$ cat src/include/ramtest_macros.svh
//----------------------------------------------------------
// RAM test loopback constants
// Widths, FIFO sizing, host block and memory burst sizes
// shared by the packages and the RTL
//----------------------------------------------------------
`ifndef RAMTEST_MACROS_SVH
`define RAMTEST_MACROS_SVH

// Data path
`define RAMTEST_DATA_W      32

// Pipe FIFOs
`define RAMTEST_FIFO_DEPTH  256
`define RAMTEST_FIFO_CNT_W  9   // Holds 0 to 256

// Host block throttle
`define RAMTEST_BLOCK_SIZE  64
`define RAMTEST_HEADROOM    4   // Margin for the late flag update

// Memory side
`define RAMTEST_BURST_LEN   16  // Words per command
`define RAMTEST_MEM_WORDS   512
`define RAMTEST_MEM_ADDR_W  9

// Burst must divide the memory so that
// bursts never straddle the address wrap

`endif

$ cat src/design/dma_pkg.sv
//----------------------------------------------------------
// DMA engine types
// State encoding of the burst scheduler
//----------------------------------------------------------

package dma_pkg;

	// Scheduler states
	typedef enum logic [2:0] {
		DMA_IDLE       = 3'd0,  // Pick the next burst
		DMA_WRITE_REQ  = 3'd1,
		DMA_WRITE_WAIT = 3'd2,
		DMA_READ_REQ   = 3'd3,
		DMA_READ_WAIT  = 3'd4,
		DMA_RELEASE    = 3'd5   // Waiting for ack to drop
	} dma_state_t;

endpackage

$ cat src/design/mem_pkg.sv
//----------------------------------------------------------
// Memory port types
// Command opcode and word address carried on the
// command path between the DMA engine and the memory port
//----------------------------------------------------------
`include "ramtest_macros.svh"

package mem_pkg;

	//----------------------------------------------------------
	// Command opcode
	//----------------------------------------------------------
	typedef enum logic {
		MEM_OP_WRITE = 1'b0,  // Input FIFO to memory
		MEM_OP_READ  = 1'b1   // Memory to output FIFO
	} mem_op_t;

	//----------------------------------------------------------
	// Word address
	//----------------------------------------------------------
	// Points at the first word of a burst
	typedef logic [`RAMTEST_MEM_ADDR_W-1:0] mem_addr_t;

endpackage

$ cat src/design/dma_engine.sv
//----------------------------------------------------------
// DMA engine
// Schedules fixed-size bursts between the pipe FIFOs and
// the word memory. Tracks write and read addresses and the
// number of words held in memory, so the memory behaves as
// one deep FIFO. Commands use a four-phase req/ack
//----------------------------------------------------------
`include "ramtest_macros.svh"

module dma_engine (
	input  logic                          okClk,
	input  logic                          rst_n,
	input  logic                          writes_en,
	input  logic                          reads_en,
	input  logic [`RAMTEST_FIFO_CNT_W-1:0] in_count,
	input  logic [`RAMTEST_FIFO_CNT_W-1:0] out_count,
	input  logic                          cmd_ack,
	output logic                          cmd_req,
	output mem_pkg::mem_op_t              cmd_op,
	output mem_pkg::mem_addr_t            cmd_addr
);

	import mem_pkg::*;
	import dma_pkg::*;

	localparam int STORED_W = $clog2(`RAMTEST_MEM_WORDS + 1);
	localparam logic [STORED_W-1:0] BURST_INC = STORED_W'(`RAMTEST_BURST_LEN);

	dma_state_t            state;
	mem_addr_t             wr_addr;
	mem_addr_t             rd_addr;
	logic [STORED_W-1:0]   stored;      // Written but not yet read back
	mem_op_t               op_q;
	logic                  last_write;  // Last burst went to memory
	logic                  can_write;
	logic                  can_read;

	// Start of the next burst, wraps at the memory end
	function automatic mem_addr_t next_addr(input mem_addr_t addr);
		return mem_addr_t'((addr + `RAMTEST_BURST_LEN) % `RAMTEST_MEM_WORDS);
	endfunction

	//----------------------------------------------------------
	// Burst eligibility
	//----------------------------------------------------------
	// Whole burst waiting and room in memory
	assign can_write = writes_en
		&& (in_count >= `RAMTEST_BURST_LEN)
		&& (stored + `RAMTEST_BURST_LEN <= `RAMTEST_MEM_WORDS);

	// Whole burst stored and room in the output FIFO
	assign can_read = reads_en
		&& (stored >= BURST_INC)
		&& (out_count <= `RAMTEST_FIFO_DEPTH - `RAMTEST_BURST_LEN);

	//----------------------------------------------------------
	// Command outputs
	//----------------------------------------------------------
	assign cmd_req = (state == DMA_WRITE_REQ) || (state == DMA_WRITE_WAIT)
		|| (state == DMA_READ_REQ) || (state == DMA_READ_WAIT);
	assign cmd_op   = op_q;
	assign cmd_addr = (op_q == MEM_OP_WRITE) ? wr_addr : rd_addr;

	//----------------------------------------------------------
	// Scheduler
	//----------------------------------------------------------
	always_ff @(posedge okClk) begin
		if (!rst_n) begin
			state      <= DMA_IDLE;
			wr_addr    <= '0;
			rd_addr    <= '0;
			stored     <= '0;
			op_q       <= MEM_OP_WRITE;
			last_write <= 1'b0;
		end else begin
			case (state)
				DMA_IDLE: begin
					// Writes win a tie unless the last burst was a write
					if (can_write && (!can_read || !last_write)) begin
						op_q       <= MEM_OP_WRITE;
						last_write <= 1'b1;
						state      <= DMA_WRITE_REQ;
					end else if (can_read) begin
						op_q       <= MEM_OP_READ;
						last_write <= 1'b0;
						state      <= DMA_READ_REQ;
					end
				end
				DMA_WRITE_REQ: state <= DMA_WRITE_WAIT;
				DMA_WRITE_WAIT: begin
					if (cmd_ack) begin
						wr_addr <= next_addr(wr_addr);
						stored  <= stored + BURST_INC;
						state   <= DMA_RELEASE;
					end
				end
				DMA_READ_REQ: state <= DMA_READ_WAIT;
				DMA_READ_WAIT: begin
					if (cmd_ack) begin
						rd_addr <= next_addr(rd_addr);
						stored  <= stored - BURST_INC;
						state   <= DMA_RELEASE;
					end
				end
				DMA_RELEASE: begin
					if (!cmd_ack)
						state <= DMA_IDLE;  // Handshake back to rest
				end
				default: state <= DMA_IDLE;
			endcase
		end
	end

	// The port uses opcode and address for the whole burst
	a_cmd_stable: assert property (@(posedge okClk) disable iff (!rst_n)
		cmd_req && $past(cmd_req) |-> $stable(cmd_op) && $stable(cmd_addr));

endmodule

$ cat config.mk
export PLATFORM = sky130hd
export DESIGN_NAME = dma_engine
export DESIGN_NICKNAME = d
export VERILOG_FILES = /design/src/design/dma_pkg.sv /design/src/design/mem_pkg.sv /design/src/design/dma_engine.sv
export VERILOG_INCLUDE_DIRS = /design/src /design/src/include
export SDC_FILE = /design/constraint.sdc
export NUM_CORES = 1
export LEC_CHECK = 0
export BUFFER_PORTS_ARGS = -buffer_cell sky130_fd_sc_hd__buf_2
export CORE_MARGIN = 3
export CORE_UTILIZATION = 52
export CTS_CLUSTER_DIAMETER = 200
export CTS_CLUSTER_SIZE = 16
export DETAILED_ROUTE_END_ITERATION = 7
export PLACE_DENSITY = 0.76
export SLEW_MARGIN = 20
export SYNTH_ARGS = -nofsm -noshare
export SYNTH_HDL_FRONTEND = slang
export SYNTH_SLANG_ARGS = --single-unit
$ cat constraint.sdc
create_clock -name okClk -period 2.1 [get_ports okClk]
set_clock_uncertainty 0.2 [all_clocks]
set_input_delay 0.105 -clock okClk [delete_from_list [all_inputs] [get_ports okClk]]
set_output_delay 0.105 -clock okClk [all_outputs]
set_load 0.05 [all_outputs]
Word-level counts from Yosys, hierarchy flattened. Cells that the tools add are included.

Flip-flop bits (word level): 33. Output and inout port bits: 11.

Add/subtract/negate cells: 5. Order comparisons: 4. Equal/unequal tests: 10. Multiplexer cells: 13. Reduce and logical (&&, ||, !) cells: 20.

Operators with widths (count): 10-bit two-way mux (2); 10-bit one-hot mux with 2 select lines (1); 9-bit by 5-bit adder with 9-bit output (second input constant) (2); 3-bit one-hot mux with 5 select lines (1); 3-bit two-way mux (4); 10-bit by 5-bit adder with 11-bit output (second input constant) (1); 11-bit by 10-bit <= comparator with 1-bit output (second input constant) (1); 10-bit by 5-bit adder with 10-bit output (second input constant) (1); 10-bit by 5-bit >= comparator with 1-bit output (second input constant) (1); 10-bit by 5-bit subtractor with 10-bit output (second input constant) (1); 9-bit by 5-bit >= comparator with 1-bit output (second input constant) (1); 9-bit by 8-bit <= comparator with 1-bit output (second input constant) (1); 9-bit two-way mux (1); 3-bit by 2-bit == test with 1-bit output (second input constant) (2); 3-bit == test (second input constant) (2); 2-bit inequality test (second input constant) (3); 2-bit AND reduction (3); 3-bit AND reduction (2); 1-bit logical AND (5); 1-bit logical OR (4); 1-bit two-way mux (4); 2-bit nonzero test (2); 3-bit by 1-bit == test with 1-bit output (second input constant) (1); 3-bit zero test (1); 4 further kinds (5).

Depth between registers and ports, before layout.
Word-level depth: 8. Depth in mapped cells: 7. Depth with buffers taken out: 7.

Least setup slack after synthesis. Ideal clock, no wire load.

Path kind: flip-flop to flip-flop. From: register stored[4]. To: register state[1]. Library setup time: 0.073 ns. Arrival: 1.553 ns. Setup slack: 0.273 ns. Cell stages (with the launch flop): 7. Buffers on the path: 0. Cells stage by stage: dfxtp_1 > ha_1 > nor3_1 > a31o_1 > a32o_2 > a221o_1 > o211ai_2.

Word-level cells in the longest chain between the ends: 8. Elaborated cells between the ends (all ways): 13.

Ends and longest elaborated chain: start: declaration (line dma_engine.sv:32) `logic [STORED_W-1:0] stored;`; start signal: assignment (line dma_engine.sv:93) `stored <= stored + BURST_INC;`; start signal: assignment (line dma_engine.sv:101) `stored <= stored - BURST_INC;`; branches (longest 8 deep; another with 10-bit by 5-bit adder with 11-bit output); end signal: assignment (line dma_engine.sv:82) `state <= DMA_WRITE_REQ;`; end signal: assignment (line dma_engine.sv:86) `state <= DMA_READ_REQ;`; end signal: assignment (line dma_engine.sv:89) `DMA_WRITE_REQ: state <= DMA_WRITE_WAIT;`; end: declaration (line dma_engine.sv:29) `dma_state_t state;`.

Several ways; the timed one is not identified. A chain may end at the register's enable or synchronous reset.

Worst setup path in the final report.
From: register state[1]. To: output port cmd_req.

Word-level cells in the longest chain between the ends: 4. Elaborated cells between the ends (all ways): 7.

Ends and longest elaborated chain: start signal: assignment (line dma_engine.sv:69) `state <= DMA_IDLE;`; start signal: assignment (line dma_engine.sv:82); start signal: assignment (line dma_engine.sv:86); 3-bit by 1-bit == test with 1-bit output / 3-bit by 2-bit == test with 1-bit output (equally long branches) (line dma_engine.sv:59) `assign cmd_req = (state == DMA_WRITE_REQ) || (state == DMA_WRITE_WAIT)`; 1-bit logical OR (line dma_engine.sv:59); 1-bit logical OR (line dma_engine.sv:60) `|| (state == DMA_READ_REQ) || (state == DMA_READ_WAIT);`; 1-bit logical OR * (line dma_engine.sv:60); end: declaration (line dma_engine.sv:18) `output logic cmd_req,`.

Every way passes the cells marked *; elsewhere a longest branch is shown, timed or not.

==> run summary <==
Setup TNS: 0 ns
outcome: finished clean
hold endpoint: state[0]
count leader, synth: nor2_1
# Post-CTS Setup Buffers: 0
final worst path period need: 1.96 ns
reg-to-reg critical path endpoint: state[1]
period utilisation layout: 93.5%
CP max-delay cell: nor3_1
initial core utilization: 58.0%
Distinct cells, synth: 47
ys flop type: dfxtp_1
PwrDens: 895 nW/um2
internal power: 780 uW
DRC: 0
# nets final: 216
worst-case reg-to-reg path depth: 6
Max Root-Sink Buffers: 2
Via Count: 1196
vias per std cell: 5.59
Worst setup EP type: output pin
Post-Route WL: 2.83 mm
n_diodes: 0
actual slew at the worst max-slew pin: 0.627 ns
Seq pwr share: 42.0%
pin count of the biggest net entering global routing: 20
first-pass GRT wire length: 4.91 mm
worst vdd ir: 1.01 mV
CP Cell Sequence: nor3_1 -> nor2_1 -> buf_2
setup violators final: 0
Clock transition at path regs: 0.12 ns
initial antenna violation count: 0
Synth Warn #: 0
FF-to-FF setup slack: 0.15 ns
max-slew violations: 0
Horiz. Die Dim: 57.1 um
cell taking the most area after synthesis: dfxtp_1
Area contributors post-synth: dfxtp_1 31%, nor2_1 6.6%, xor2_1 6.5%, ha_1 5.5%, mux2_2 4.2%
row cnt: 17
Switching Fraction: 43.8%
critical path type: register to output pin
register area share after synthesis: 31.0%
Critical Path RT: 1.79 ns
Comb power frac: 43.9%
Synth Area per Inst: 8.53 um2
maximum level of the CTS H-tree: 1
vias in the first global route: 1123
area share of the largest cell type after synthesis: 31.0%
Die Y: 57.1 um
MaxCap Viol Count: 0
CP Launch Type: register
Leak: 0.659 nW
grt total ovfl: 0
Num CTS Buffers: 3
Core Area: 2340 um2
crit-path max cell delay: 0.58 ns
clk_lat worst skew: 0.31 ns
HP Class: input pin to register
post-route ant nets: 0
net load switching power: 607 uW
final hold slack: 0.0306 ns
Synth-to-Final Area Change: 14.2%
Root Driver: clkbuf_4
total die area: 3260 um2
Syn Std Cell Area: 1360 um2
RSZ-0062 raised after global routing: false
initial drt markers: 18
IO buf count: 25
Clk pwr share: 14.1%
Synth top cells by count: 24 x nor2_1, 21 x dfxtp_1, 10 x xor2_1
EDFF count, synth: 0
Worst Setup SP: state[1]
Worst Path Max Fanout: 10
hold_sp: out_count[8]
Overall Global Routing Usage: 18.7%
final hold violations: 0
R2R Path Start: stored[5]
maximum clock frequency: 509 MHz
FFs w/ async S/R, synth: 0%
routability cong.: 0.770
share of post-route cells with drive strength above 1: 24.2%
hpwl dp: 2.11 mm
IO Count: 34
relative slew slack: 57.9%
clk sinks: 21
Min-Delay Path Depth: 5
WL/cell: 13.2 um
First-pass DRT Iterations: 6
CTS tree: done
Arr. time, crit path: 1.66 ns
Synth Register Bits: 21
Synth Instances: 159
## power by group through the flow
stage	Sequential, mW	Clock (mW)	Combinational (mW)
3_3_place_gp	0.578	0	0.582
4_1_cts	0.580	0.200	0.612
6_report	0.582	0.196	0.609
5_1_grt	0.596	0.216	0.669
2_1_floorplan	0.511	0	0.567
3_5_place_dp	0.589	0	0.598
## sequential cells by signal, summed over array words and instances (netlist names)
signal,cells
wr_addr,5
rd_addr,5
last_write,1
state,3
stored,6
cmd_op,1
## through the flow
stage	util, %	setup WS (ns)	cell area [um2]	cells	power, mW
floorplan	-	0.273	1370	162	1.08
global placement	62.4	0.148	1460	204	1.16
detailed placement	62.4	0.122	1460	204	1.19
CTS	66.1	0.0871	1550	214	1.39
global route	66.2	0.00520	1550	214	1.48
finish	66.2	0.136	1550	214	1.39
## layer usage
| layer | GRT usage (%) | part of all wire, % | vias to the layer above |
|---|---|---|---|
| met5 | 0 | 0 | - |
| met4 | 1.99 | 0.46 | 0 |
| met3 | 4.75 | 4.7 | 2 |
| met2 | 35.6 | 54 | 27 |
| met1 | 21.6 | 41 | 563 |
| li1 | - | - | 604 |
## cell usage in the layout (no fill, tap or decap), types with 3 or more instances in the layout
master	instances
conb_1	4
a21oi_1	4
clkbuf_4	3
buf_2	25
dfxtp_1	20
mux2_2	5
dlygate4sd3_1	6
buf_4	3
nand2_1	9
xnor2_1	6
xor2_1	10
nor3_1	5
ha_1	6
nand3_1	3
a31oi_1	3
inv_1	4
nor2_1	24
o21ai_1	3
nand4_1	4
## repair_timing
| action | 4_1_cts | 5_1_grt |
|---|---|---|
| resized for setup | 0 | 1 |
| hold endpoints to repair | 3 | 0 |
| setup endpoints to repair | 0 | 1 |
| hold buffers | 6 | 0 |
## final cells by class
class	count	area [um2]
multi-input cells	123	842
fillers	213	791
flip-flops and latches	21	422
repair buffers	34	208
well taps	28	35.0
clock buffers	3	22.5
inverters	4	15.0
clock inverters	1	5.00
## kinds of logic (layout without fill, tap and decap cells)
| logic type | Yosys count | count (layout) | synth area share (%) |
|---|---|---|---|
| buffers and inverters | 18 | 42 | 7.75 |
| muxes | 8 | 8 | 6.46 |
| adders and majority gates | 6 | 6 | 5.53 |
| AOI/OAI and AO/OA | 25 | 25 | 13.3 |
| other | 1 | 4 | 0.276 |
| xor gates and xnor gates | 16 | 16 | 10.3 |
| DFF | 21 | 21 | 31.0 |
| and+or+nand+nor | 64 | 64 | 25.4 |
## worst max-delay path by stage
stage               endpoint  slack (ns)  cells after the start
floorplan           state[1]        0.27                      6
global placement    state[1]        0.15                      7
detailed placement  state[1]        0.12                      6
CTS                 state[1]        0.09                      7
global route         cmd_req       0.005                      3
finish               cmd_req        0.14                      3
## critical path, delay by kind of cell (launching register included)
family | cells | cell delay (ns)
simple gates | 2 | 0.68
flops | 1 | 0.44
buf+inv | 1 | 0.23
Power figures use the tool's default switching activity.
